[config.mk]
export PLATFORM = sky130hd
export DESIGN_NAME = sss_detector_top
export DESIGN_NICKNAME = d
export VERILOG_FILES = /design/src/design/sss_ctrl_pkg.sv /design/src/design/sss_types_pkg.sv /design/src/design/mseq_lfsr.sv /design/src/design/mseq_store.sv /design/src/design/sss_capture.sv /design/src/design/sss_correlator.sv /design/src/design/sss_detector_top.sv /design/src/design/sss_search_ctrl.sv
export VERILOG_INCLUDE_DIRS = /design/src /design/src/design
export SDC_FILE = /design/constraint.sdc
export NUM_CORES = 1
export LEC_CHECK = 0
export ABC_CLOCK_PERIOD_IN_PS = 7250
export BUFFER_PORTS_ARGS = -buffer_cell sky130_fd_sc_hd__clkbuf_2
export CORE_ASPECT_RATIO = 1.4
export CORE_MARGIN = 1
export CORE_UTILIZATION = 60
export CTS_BUF_LIST = sky130_fd_sc_hd__clkbuf_8
export DETAILED_ROUTE_END_ITERATION = 10
export PLACE_DENSITY = 0.74
export SLEW_MARGIN = 0
export SYNTH_ARGS = -nofsm -noshare
export SYNTH_HDL_FRONTEND = slang
export SYNTH_HIERARCHICAL = 1
export SYNTH_SLANG_ARGS = --single-unit
[constraint.sdc]
create_clock -name clk_i -period 7.25 [get_ports clk_i]
set_clock_uncertainty 0.15 [all_clocks]
set_input_delay 0.725 -clock clk_i [delete_from_list [all_inputs] [get_ports clk_i]]
set_output_delay 0.725 -clock clk_i [all_outputs]
set_load 0.03 [all_outputs]
[src/design/sss_defines.svh]
`ifndef SSS_DEFINES_SVH
`define SSS_DEFINES_SVH

// length of one sss sequence and of each m-sequence
`define SSS_LEN 127

// number of cell group identities N_id_1 to sweep
`define N_ID_1_COUNT 336

// m1 runs over this many values before m0 steps by 15
`define SHIFT_PERIOD 112

// register width of the m-sequence generators
`define LFSR_LEN 7

`endif

[src/design/sss_ctrl_pkg.sv]
package sss_ctrl_pkg;

    // search controller states
    // IDLE waits for the first bit, CAPTURE fills the buffer,
    // SEARCH sweeps all candidates, REPORT is the one result cycle
    typedef enum logic [1:0] {
        IDLE,
        CAPTURE,
        SEARCH,
        REPORT
    } search_state_t;

endpackage

[src/design/sss_types_pkg.sv]
`include "sss_defines.svh"

package sss_types_pkg;

    // cell group identity, 0 to 335
    typedef logic [8:0] n_id_1_t;

    // sector identity from the pss, 0 to 2
    typedef logic [1:0] n_id_2_t;

    // physical cell identity, 0 to 1007
    typedef logic [9:0] n_id_t;

    // bit index and cyclic shifts m0 / m1, all 0 to 126
    typedef logic [`LFSR_LEN-1:0] seq_idx_t;

    // match count of one candidate, 0 to 127
    typedef logic [7:0] corr_t;

endpackage

[src/design/mseq_lfsr.sv]
`timescale 1ns/1ns
`include "sss_defines.svh"

module mseq_lfsr #(
    // feedback mask, bit k set means x(i+k) feeds x(i+7)
    parameter logic [`LFSR_LEN-1:0] TAPS = 'h11
) (
    input  logic clk_i,
    input  logic reset_ni,
    output logic bit_o,
    output logic valid_o
);

    // sreg[k] holds x(i+k), so bit 0 is the oldest bit
    logic [`LFSR_LEN-1:0] sreg;
    logic                 fb;

    // next sequence element from the tapped bits
    assign fb = ^(sreg & TAPS);

    always_ff @(posedge clk_i) begin
        if (!reset_ni) begin
            // start state x(0..6) = 1,0,0,0,0,0,0
            sreg    <= `LFSR_LEN'(1);
            valid_o <= 1'b0;
        end else begin
            valid_o <= 1'b1;
            // hold the start state until valid so x(0) is not skipped
            if (valid_o) begin
                sreg <= {fb, sreg[`LFSR_LEN-1:1]};
            end
        end
    end

    assign bit_o = sreg[0];

endmodule

[src/design/mseq_store.sv]
`timescale 1ns/1ns
`include "sss_defines.svh"

module mseq_store
    import sss_types_pkg::*;
(
    input  logic     clk_i,
    input  logic     reset_ni,
    input  seq_idx_t idx_i,
    input  seq_idx_t m0_i,
    input  seq_idx_t m1_i,
    output logic     ref_bit_o,
    output logic     ready_o
);

    logic              x0_bit, x0_valid;
    logic              x1_bit, x1_valid;
    logic [`SSS_LEN-1:0] seq0, seq1;
    seq_idx_t          wr_cnt;
    logic              wr_en;
    logic [7:0]        sum0, sum1;
    seq_idx_t          pos0, pos1;

    // x0: x(i+7) = x(i+4) xor x(i)
    mseq_lfsr #(.TAPS('h11)) u_lfsr_x0 (
        .clk_i   (clk_i),
        .reset_ni(reset_ni),
        .bit_o   (x0_bit),
        .valid_o (x0_valid)
    );

    // x1: x(i+7) = x(i+1) xor x(i)
    mseq_lfsr #(.TAPS('h03)) u_lfsr_x1 (
        .clk_i   (clk_i),
        .reset_ni(reset_ni),
        .bit_o   (x1_bit),
        .valid_o (x1_valid)
    );

    assign ready_o = (wr_cnt == seq_idx_t'(`SSS_LEN));
    assign wr_en   = x0_valid && x1_valid && !ready_o;

    // write counter, stops at 127 and then stays there
    always_ff @(posedge clk_i) begin
        if (!reset_ni) begin
            wr_cnt <= '0;
        end else if (wr_en) begin
            wr_cnt <= wr_cnt + seq_idx_t'(1);
        end
    end

    // sequence registers
    always_ff @(posedge clk_i) begin
        if (wr_en) begin
            seq0[wr_cnt] <= x0_bit;
            seq1[wr_cnt] <= x1_bit;
        end
    end

    // (idx + m) mod 127, one subtract is enough since both are below 127
    assign sum0 = {1'b0, idx_i} + {1'b0, m0_i};
    assign sum1 = {1'b0, idx_i} + {1'b0, m1_i};
    assign pos0 = (sum0 >= 8'(`SSS_LEN)) ? seq_idx_t'(sum0 - 8'(`SSS_LEN)) : seq_idx_t'(sum0);
    assign pos1 = (sum1 >= 8'(`SSS_LEN)) ? seq_idx_t'(sum1 - 8'(`SSS_LEN)) : seq_idx_t'(sum1);

    // sss bit is 1 when both shifted m-sequence bits agree
    assign ref_bit_o = (seq0[pos0] == seq1[pos1]);

endmodule

[src/design/sss_capture.sv]
`timescale 1ns/1ns
`include "sss_defines.svh"

module sss_capture
    import sss_types_pkg::*;
(
    input  logic     clk_i,
    input  logic     reset_ni,
    input  logic     bit_i,
    input  logic     valid_i,
    input  logic     capture_en_i,
    input  logic     restart_i,
    input  seq_idx_t rd_idx_i,
    output logic     rx_bit_o,
    output logic     full_o
);

    logic [`SSS_LEN-1:0] rx_buf;
    seq_idx_t            wr_cnt;
    logic                store;

    // one bit per strobe, only while enabled and room is left
    assign store = valid_i && capture_en_i && !full_o;

    always_ff @(posedge clk_i) begin
        if (!reset_ni || restart_i) begin
            wr_cnt <= '0;
            full_o <= 1'b0;
        end else if (store) begin
            wr_cnt <= wr_cnt + seq_idx_t'(1);
            // full on the cycle after the 127th bit
            if (wr_cnt == seq_idx_t'(`SSS_LEN - 1)) begin
                full_o <= 1'b1;
            end
        end
    end

    always_ff @(posedge clk_i) begin
        if (store) begin
            rx_buf[wr_cnt] <= bit_i;
        end
    end

    // combinational read for the correlator
    assign rx_bit_o = rx_buf[rd_idx_i];

endmodule

[src/design/sss_correlator.sv]
`timescale 1ns/1ns
`include "sss_defines.svh"

module sss_correlator
    import sss_types_pkg::*;
(
    input  logic    clk_i,
    input  logic    reset_ni,
    input  logic    rx_bit_i,
    input  logic    ref_bit_i,
    input  logic    cand_clear_i,
    input  logic    cand_acc_i,
    input  logic    cand_decide_i,
    input  logic    sweep_clear_i,
    input  n_id_1_t n_id_1_i,
    input  n_id_2_t n_id_2_i,
    output n_id_1_t best_n_id_1_o,
    output n_id_t   best_n_id_o
);

    corr_t   count;
    corr_t   max_count;
    n_id_1_t run_n_id_1;
    logic    better;
    n_id_1_t win_n_id_1;
    n_id_t   win_n_id;
    logic    last_cand;

    // strictly greater, so ties keep the lower N_id_1
    assign better     = (count > max_count);
    assign win_n_id_1 = better ? n_id_1_i : run_n_id_1;
    assign last_cand  = (n_id_1_i == n_id_1_t'(`N_ID_1_COUNT - 1));

    // 3 * N_id_1 + N_id_2 as shift plus adds
    assign win_n_id = n_id_t'({win_n_id_1, 1'b0}) + n_id_t'(win_n_id_1) + n_id_t'(n_id_2_i);

    // match counter of the current candidate
    always_ff @(posedge clk_i) begin
        if (!reset_ni || cand_clear_i) begin
            count <= '0;
        end else if (cand_acc_i && (rx_bit_i == ref_bit_i)) begin
            count <= count + corr_t'(1);
        end
    end

    // running maximum over the sweep
    always_ff @(posedge clk_i) begin
        if (!reset_ni || sweep_clear_i) begin
            max_count  <= '0;
            run_n_id_1 <= '0;
        end else if (cand_decide_i && better) begin
            max_count  <= count;
            run_n_id_1 <= n_id_1_i;
        end
    end

    // results only move on the final decide, held until the next sweep ends
    always_ff @(posedge clk_i) begin
        if (!reset_ni) begin
            best_n_id_1_o <= '0;
            best_n_id_o   <= '0;
        end else if (cand_decide_i && last_cand) begin
            best_n_id_1_o <= win_n_id_1;
            best_n_id_o   <= win_n_id;
        end
    end

endmodule

[src/design/sss_detector_top.sv]
`timescale 1ns/1ns

module sss_detector_top
    import sss_types_pkg::*;
(
    input  logic    clk_i,
    input  logic    reset_ni,
    input  logic    sss_bit_i,
    input  logic    sss_valid_i,
    input  n_id_2_t n_id_2_i,
    input  logic    n_id_2_valid_i,
    output n_id_1_t n_id_1_o,
    output n_id_t   n_id_o,
    output logic    n_id_valid_o
);

    logic     capture_en, restart, full, mseq_ready;
    logic     rx_bit, ref_bit;
    logic     cand_clear, cand_acc, cand_decide, sweep_clear;
    seq_idx_t rd_idx, m0, m1;
    n_id_1_t  cand_n_id_1;
    n_id_2_t  n_id_2;

    sss_search_ctrl u_ctrl (
        .clk_i         (clk_i),
        .reset_ni      (reset_ni),
        .sss_valid_i   (sss_valid_i),
        .n_id_2_i      (n_id_2_i),
        .n_id_2_valid_i(n_id_2_valid_i),
        .full_i        (full),
        .mseq_ready_i  (mseq_ready),
        .capture_en_o  (capture_en),
        .restart_o     (restart),
        .rd_idx_o      (rd_idx),
        .m0_o          (m0),
        .m1_o          (m1),
        .cand_clear_o  (cand_clear),
        .cand_acc_o    (cand_acc),
        .cand_decide_o (cand_decide),
        .sweep_clear_o (sweep_clear),
        .cand_n_id_1_o (cand_n_id_1),
        .n_id_2_o      (n_id_2),
        .n_id_valid_o  (n_id_valid_o)
    );

    sss_capture u_capture (
        .clk_i       (clk_i),
        .reset_ni    (reset_ni),
        .bit_i       (sss_bit_i),
        .valid_i     (sss_valid_i),
        .capture_en_i(capture_en),
        .restart_i   (restart),
        .rd_idx_i    (rd_idx),
        .rx_bit_o    (rx_bit),
        .full_o      (full)
    );

    mseq_store u_mseq (
        .clk_i    (clk_i),
        .reset_ni (reset_ni),
        .idx_i    (rd_idx),
        .m0_i     (m0),
        .m1_i     (m1),
        .ref_bit_o(ref_bit),
        .ready_o  (mseq_ready)
    );

    sss_correlator u_corr (
        .clk_i        (clk_i),
        .reset_ni     (reset_ni),
        .rx_bit_i     (rx_bit),
        .ref_bit_i    (ref_bit),
        .cand_clear_i (cand_clear),
        .cand_acc_i   (cand_acc),
        .cand_decide_i(cand_decide),
        .sweep_clear_i(sweep_clear),
        .n_id_1_i     (cand_n_id_1),
        .n_id_2_i     (n_id_2),
        .best_n_id_1_o(n_id_1_o),
        .best_n_id_o  (n_id_o)
    );

endmodule

[src/design/sss_search_ctrl.sv]
`timescale 1ns/1ns
`include "sss_defines.svh"

module sss_search_ctrl
    import sss_types_pkg::*;
    import sss_ctrl_pkg::*;
(
    input  logic     clk_i,
    input  logic     reset_ni,
    input  logic     sss_valid_i,
    input  n_id_2_t  n_id_2_i,
    input  logic     n_id_2_valid_i,
    input  logic     full_i,
    input  logic     mseq_ready_i,
    output logic     capture_en_o,
    output logic     restart_o,
    output seq_idx_t rd_idx_o,
    output seq_idx_t m0_o,
    output seq_idx_t m1_o,
    output logic     cand_clear_o,
    output logic     cand_acc_o,
    output logic     cand_decide_o,
    output logic     sweep_clear_o,
    output n_id_1_t  cand_n_id_1_o,
    output n_id_2_t  n_id_2_o,
    output logic     n_id_valid_o
);

    // 5 * N_id_2, last entry unused
    localparam seq_idx_t M0_TABLE [4] = '{7'd0, 7'd5, 7'd10, 7'd0};

    search_state_t state_q, state_d;
    logic          deciding;
    logic          start_search;
    logic          last_bit;
    logic          last_cand;
    logic          in_capture;
    seq_idx_t      m0_base;

    assign in_capture   = (state_q == IDLE) || (state_q == CAPTURE);
    assign start_search = (state_q == CAPTURE) && full_i && mseq_ready_i;
    assign last_bit     = (rd_idx_o == seq_idx_t'(`SSS_LEN - 1));
    assign last_cand    = (cand_n_id_1_o == n_id_1_t'(`N_ID_1_COUNT - 1));

    // 127 compare cycles, then one decide cycle per candidate
    assign cand_acc_o    = (state_q == SEARCH) && !deciding;
    assign cand_decide_o = (state_q == SEARCH) && deciding;
    // count is zeroed on the decide edge and before the first candidate
    assign cand_clear_o  = cand_decide_o || start_search;
    assign sweep_clear_o = start_search;
    assign restart_o     = (state_q == REPORT);

    always_comb begin
        state_d = state_q;
        case (state_q)
            IDLE:    if (sss_valid_i) state_d = CAPTURE;
            CAPTURE: if (start_search) state_d = SEARCH;
            SEARCH:  if (cand_decide_o && last_cand) state_d = REPORT;
            REPORT:  state_d = IDLE;
        endcase
    end

    always_ff @(posedge clk_i) begin
        if (!reset_ni) begin
            state_q      <= IDLE;
            capture_en_o <= 1'b0;
            n_id_valid_o <= 1'b0;
        end else begin
            state_q      <= state_d;
            // registered so the enable is low straight out of reset
            capture_en_o <= (state_d == IDLE) || (state_d == CAPTURE);
            // high exactly in the REPORT cycle
            n_id_valid_o <= cand_decide_o && last_cand;
        end
    end

    // sector id latch, last strobe before the search wins
    always_ff @(posedge clk_i) begin
        if (!reset_ni) begin
            n_id_2_o <= '0;
            m0_base  <= '0;
        end else if (n_id_2_valid_i && in_capture) begin
            n_id_2_o <= n_id_2_i;
            m0_base  <= M0_TABLE[n_id_2_i];
        end
    end

    // bit index, candidate and cyclic shift counters
    always_ff @(posedge clk_i) begin
        if (!reset_ni || start_search) begin
            deciding      <= 1'b0;
            rd_idx_o      <= '0;
            cand_n_id_1_o <= '0;
            m1_o          <= '0;
            m0_o          <= start_search ? m0_base : seq_idx_t'(0);
        end else if (cand_acc_o) begin
            rd_idx_o <= last_bit ? seq_idx_t'(0) : rd_idx_o + seq_idx_t'(1);
            deciding <= last_bit;
        end else if (cand_decide_o) begin
            deciding <= 1'b0;
            if (!last_cand) begin
                cand_n_id_1_o <= cand_n_id_1_o + n_id_1_t'(1);
                // every 112 candidates m1 wraps and m0 steps by 15
                if (m1_o == seq_idx_t'(`SHIFT_PERIOD - 1)) begin
                    m1_o <= '0;
                    m0_o <= m0_o + seq_idx_t'(15);
                end else begin
                    m1_o <= m1_o + seq_idx_t'(1);
                end
            end
        end
    end

endmodule

## Word level (Yosys, flattened, before mapping)

Cells that the tools add are included.

- Register bits after elaboration: 499
- Output and inout port bits: 20
- Word-level logic and storage cells: 131

- Add/subtract/negate cells: 13
- Magnitude comparators: 11
- Eq/ne operators: 13
- Multiplexer cells: 34
- Bitwise logic cells: 3
- Reductions and logical operators: 33

Operators with widths:

| operator | number |
|---|---|
| $bwmux 127 | 3 |
| $mux 7 | 12 |
| $lt 7x8->1 const B | 5 |
| $add 7x1->7 const B | 4 |
| $eq 7x7->1 const B | 4 |
| $bmux 1 s7 | 3 |
| $add 7x7->8 | 2 |
| $ge 8x7->1 const B | 2 |
| $bmux 7 s2 | 1 |
| $demux 1 s7 | 2 |
| $ge 7x1->1 const B | 2 |
| $reduce_xor 7->1 | 2 |
| $sub 7x7->7 const B | 2 |
| $logic_and 1x1->1 | 13 |
| $add 10x2->10 | 1 |
| $add 10x9->10 | 1 |
| $add 9x1->9 const B | 1 |
| $eq 9x9->1 const B | 1 |
| $mux 9 | 1 |
| $add 8x1->8 const B | 1 |
| $gt 8x8->1 | 1 |
| $mux 1 | 8 |
| $pmux 2 s4 | 1 |
| $add 7x4->7 const B | 1 |
| 16 further kinds | 33 |

## Logic depth before layout (Yosys ltp)

- Depth after elaboration: 8
- Mapped depth: 26

## By module

Netlist, hierarchy kept.

By module, submodules not included:

| module | instances | cells each | area each (sq um) |
|---|---|---|---|
| mseq_store | 1 | 1,234 | 13,799.5 |
| sss_capture | 1 | 447 | 6,000.8 |
| sss_correlator | 1 | 296 | 2,568.7 |
| sss_search_ctrl | 1 | 189 | 1,829.3 |
| mseq_lfsr | 2 | 24 | 285.3 |

## Worst setup path before layout

No wires, ideal clock.

- Path kind: register to register
- From: reg u_ctrl.rd_idx_o[0]
- To: reg u_corr.count[5]
- Setup time: 70 ps
- Data arrival time: 5,043 ps
- Path slack: 1,987 ps
- Cell stages (with the launch flop): 25
- Buffers on the path: 5
- Clock period less this slack: 5,263 ps
- Path through: dfxtp_1 > ha_1 > fa_1 > ha_1 > clkbuf_1 > nand2_1 > a211oi_1 > o211a_1 > buf_2 > a31o_2 > buf_2 > nand2_1 > nand2_1 > clkbuf_1 > nand2_1 > a221o_1 > o311ai_1 > a32oi_1 > xnor2_1 > xnor2_1 > and2_1 > clkbuf_1 > nand2_1 > or3_1 > a21oi_1

- Longest elaborated chain between the ends: 8
- Elaborated cells between the ends (all ways): 17
- Those cells by class: add/sub: 4; order compare: 2; eq/ne: 2; mux: 8; reduce/logical: 1

Ends and longest elaborated chain:

| what | RTL line | source |
|---|---|---|
| start, declared | sss_search_ctrl.sv:17 | `output seq_idx_t rd_idx_o,` |
| start signal, assigned | sss_search_ctrl.sv:97 | `rd_idx_o <= last_bit ? seq_idx_t'(0) : rd_idx_o + seq_idx_t'(1);` |
| $add 7x7->8, on equally long branches | mseq_store.sv:61, mseq_store.sv:62 |  |
| $sub 7x7->7 (tied with other cells) | mseq_store.sv:63 | `` assign pos0 = (sum0 >= 8'(`SSS_LEN)) ? seq_idx_t'(sum0 - 8'(`SSS_LEN)) : seq_idx_t'(sum0); `` |
| $mux 7, on equally long branches | mseq_store.sv:63, mseq_store.sv:64 |  |
| $bmux 1 s7 | mseq_store.sv:67 | `assign ref_bit_o = (seq0[pos0] == seq1[pos1]);` |
| $mux 1 (implied by the code) | mseq_store.sv:67 |  |
| $eq 1x1->1 (*) | mseq_store.sv:67 |  |
| net ref_bit | sss_detector_top.sv:18 | `logic rx_bit, ref_bit;` |
| $eq 1x1->1 (*) | sss_correlator.sv:41 | `end else if (cand_acc_i && (rx_bit_i == ref_bit_i)) begin` |
| $logic_and 1x1->1 (*) | sss_correlator.sv:41 |  |
| end signal, assigned | sss_correlator.sv:42 | `count <= count + corr_t'(1);` |
| end, declared | sss_correlator.sv:21 | `corr_t count;` |

The timed path passes the listed nets; every way through them passes the cells marked *. The select of a mux whose other input is x is not followed.
A chain may end at the register's enable or synchronous reset.

## Worst setup path in the final report

- From: reg u_ctrl.rd_idx_o[2]
- To: reg u_corr.count[5]

The elaborated chain is that of the path after synthesis.

==> summary.md <==
| Metric | Value |
|---|---|
| Status | `complete, no violations` |
| Area delta synth->final | `8.56%` |
| Layout fillers | `~3.1k` |
| Final Hold Fails | `0` |
| Routability Congestion | `roughly 1` |
| Root buf cell | `clkbuf_8` |
| Post-synth cell types | `109` |
| Num CTS Buffers | `between 70 and 80` |
| Final Core Density | `66.4%` |
| Vias | `18.6k` |
| Leak | `just over 9 nW` |
| Fmax | `145 MHz` |
| Sequential cell area | `about 14,000 um^2` |
| Fin crit period | `6910 ps` |
| Worst Max-Slew Pin Slew | `approximately 1300 ps` |
| GR Util All Layers | `32.3%` |
| Multi-input gate area | `10,300 um^2` |
| Worst Setup SP | `u_ctrl/rd_idx_o[2]` |
| Reg-to-reg startpoint | `u_ctrl/rd_idx_o[2]` |
| H-tree Lvls | `3` |
| Syn nets | `2,274` |
| Primary FF master, synth | `edfxtp_1` |
| Crit Path Class | `reg2reg` |
| Via density | `6.55` |
| Final setup vio count | `0` |
| Clock transition at path regs | `~70 ps` |
| Crit path max fanout | `19` |
| Max Transition Viols Final | `0` |
| Post-CTS Resized | `0` |
| End of the critical path | `u_corr/count[5]` |
| Initial antenna violation count | `1` |
| Nature of the critical path endpoint | `flop` |
| Sequential cell area fraction in the yosys report | `55.7%` |
| Mapped Cells | `approximately 2.2k` |
| Max_slew headroom | `15.1%` |
| Max Root-Sink Buffers | `3` |
| Num rows | `slightly below 90` |
| Synth Cell Area | `24,800 um^2` |
| Design area | `between 20,000 and 30,000 um^2` |
| Setup_tns | `0 ps` |
| Synth Area in Adders | `between 2 and 3%` |
| Clock sinks | `495` |
| Worst-case reg-to-reg path depth | `18` |
| Pwr dens | `212 nW/um^2` |
| Most common cell after layout, fill and taps aside | `edfxtp_1` |
| IO buf count | `26` |
| IO Pins | `27` |
| R2R Path End | `u_corr/count[5]` |
| Critical Path RT | `7700 ps` |
| Vias in the first global route | `18.3k` |
| Cts hold-fix bufs | `0` |
| Skew-Pair Late Insertion Delay | `680 ps` |
| Synth Area in XOR/XNOR | `2.13%` |
| Main combinational cell family by area after synthesis | `simple AND/OR/NAND/NOR gates` |
| Hold WS | `~160 ps` |
| Tcrit/Tclk final | `95.3%` |
| Largest net degree at the start of global routing | `128` |
| Worst setup SP type | `flop` |
| Die area | `42,100 um^2` |
| Max-cap check violation count | `0` |
| Die X-Extent | `between 150 and 200 um` |
| Mux share of post-synthesis cell area | `7.90%` |
| First-pass GRT wire length | `approximately 100 mm` |
| Async SR Flop Fraction | `0%` |
| DR WL/cell | `about 24 um` |
| Final Power | `5.70 mW` |
| Layout cells sized above 1 | `12.2%` |
| Post-CTS setup buffers | `0` |
| DRT Pass-1 Iters | `6` |
| Hpwl dp | `44.1 mm` |
| WP data arrival | `between 7000 and 8000 ps` |
| Detail Route Antenna Nets | `0` |
| Chip Height | `about 240 um` |
| Type of the most critical hold path | `in2reg` |
| Final wirelength | `roughly 67 mm` |
| Final nets | `around 2.3k` |
| R2R setup slack | `about 340 ps` |
| Mapped Avg Cell Area | `11.2 um^2` |
| Leading cell types in the layout, fill and taps excluded | `388 x edfxtp_1, 361 x nor2_1, 218 x nand2_1` |
| GR Overflow Total | `0` |
| Post-synth EDFFs | `approximately 390` |
| Synth warn | `6` |
| Post-route DRC | `0` |
| Compound-Gate Fraction of Synth Area | `12.0%` |
| CTS tree | `yes` |
| Initial core utilization | `61.2%` |
| RSZ-0062 raised after global routing | `false` |
| Synth Area in Simple Gates | `16.6%` |
| Core ar. | `40,500 um^2` |
| #FFs+latches synth | `495` |
| Drt first-iter violations | `1,985` |
| Post-DP Area | `25,400 um^2` |
| VDD IR max | `between 0.0002 and 0.00025 V` |
area by class of cell:
type / instances / share of cell area [%]
Sequential cell: 495 / 51.3
Multi-Input combinational cell: 1564 / 38.3
Clock buffer: 91 / 4.66
Tap cell: 534 / 2.48
Timing Repair Buffer: 69 / 1.68
Clock inverter: 50 / 1.01
Inverter: 35 / 0.507
Antenna cell: 1 / 0.00931
logic make-up (layout without fill, tap and decap cells):
| family | count (synthesis) | after routing |
|---|---|---|
| adders and majority gates | 53 | 53 |
| and+or+nand+nor | 887 | 887 |
| muxes | 158 | 158 |
| xor gates and xnor gates | 53 | 53 |
| DFF | 495 | 495 |
| buffers and inverters | 155 | 245 |
| other | 0 | 1 |
| AOI/OAI and AO/OA | 413 | 413 |
cell usage after synthesis (all sizes together), types with 22 or more instances:
library cell | count | share of area [%]
mux4 | 28 | 2.5
xor2 | 24 | 0.91
mux2i | 110 | 4.4
a211oi | 30 | 0.93
buf | 50 | 1.3
xnor2 | 29 | 1.2
nor3 | 27 | 0.57
nand4 | 26 | 0.66
a221oi | 22 | 0.78
edfxtp | 388 | 47
inv | 33 | 0.52
a21oi | 81 | 1.7
and2 | 24 | 0.62
nand2 | 220 | 3.4
clkbuf | 70 | 1.1
o22ai | 24 | 0.61
nor2 | 363 | 5.5
ha | 49 | 2.5
nand3 | 88 | 1.8
nor2b | 36 | 0.91
dfxtp | 107 | 8.6
o21ai | 76 | 1.6
worst min path at each step:
stage / from / endpoint / slack, ps / cells past startpoint
finish: n_id_2_i[0] / u_ctrl/n_id_2_o[0] / 160 / 3
CTS: n_id_2_i[0] / u_ctrl/n_id_2_o[0] / 110 / 3
global placement: u_ctrl/m0_base[1] / u_ctrl/m0_base[1] / 290 / 2
detailed placement: u_ctrl/m0_base[2] / u_ctrl/m0_base[2] / 300 / 2
global route: n_id_2_i[1] / u_ctrl/n_id_2_o[1] / 160 / 3
floorplan: u_ctrl/m0_base[1] / u_ctrl/m0_base[1] / 280 / 2
sequential cells by signal (all words and copies together) (netlist names), 8 cells and up:
signal and count:
u_capture/rx_buf 127, u_mseq/seq0 127, u_mseq/seq1 127, u_corr/best_n_id_o 10, u_corr/best_n_id_1_o 9, u_corr/run_n_id_1 9
u_ctrl/cand_n_id_1_o 9, u_corr/count 8, u_corr/max_count 8
worst max-delay path, stage by stage, from the launching register on:
cell and delay [ps]:
dfxtp_1 790, ha_1 410, o211ai_1 170, o211a_1 290, or2_0 590, a32oi_1 530, and2_1 580, buf_4 300
a21oi_1 60, a211oi_1 700, a311oi_1 200, o221ai_1 290, o41ai_2 130, xnor2_1 410, xnor2_1 230, and2_1 370
nand2_1 160, or3_1 330, a21oi_1 130
per-layer routing:
| layer | up-vias | track usage (%) | wire length, um |
|---|---|---|---|
| li1 | 8369 | - | - |
| met1 | 9012 | 37.3 | 24200 |
| met2 | 941 | 54.1 | 32800 |
| met3 | 269 | 5.82 | 5270 |
| met4 | 0 | 23.1 | 4960 |
| met5 | - | 0 | 0 |
stage by stage:
step	std cells	worst slack (ps)
floorplan	2214	1990
global placement	2697	791
detailed placement	2697	715
CTS	2838	681
global route	2839	114
finish	2839	338
power by group:
| part | leakage, nW | switching (mW) | internal (mW) |
|---|---|---|---|
| Combinational | 3.96 | 0.184 | 0.0854 |
| Sequential | 4.34 | 0.0264 | 3.08 |
| Clock | 0.863 | 1.11 | 1.21 |
| Total | 9.16 | 1.32 | 4.38 |
No activity file was read; power rests on OpenSTA's default activity.
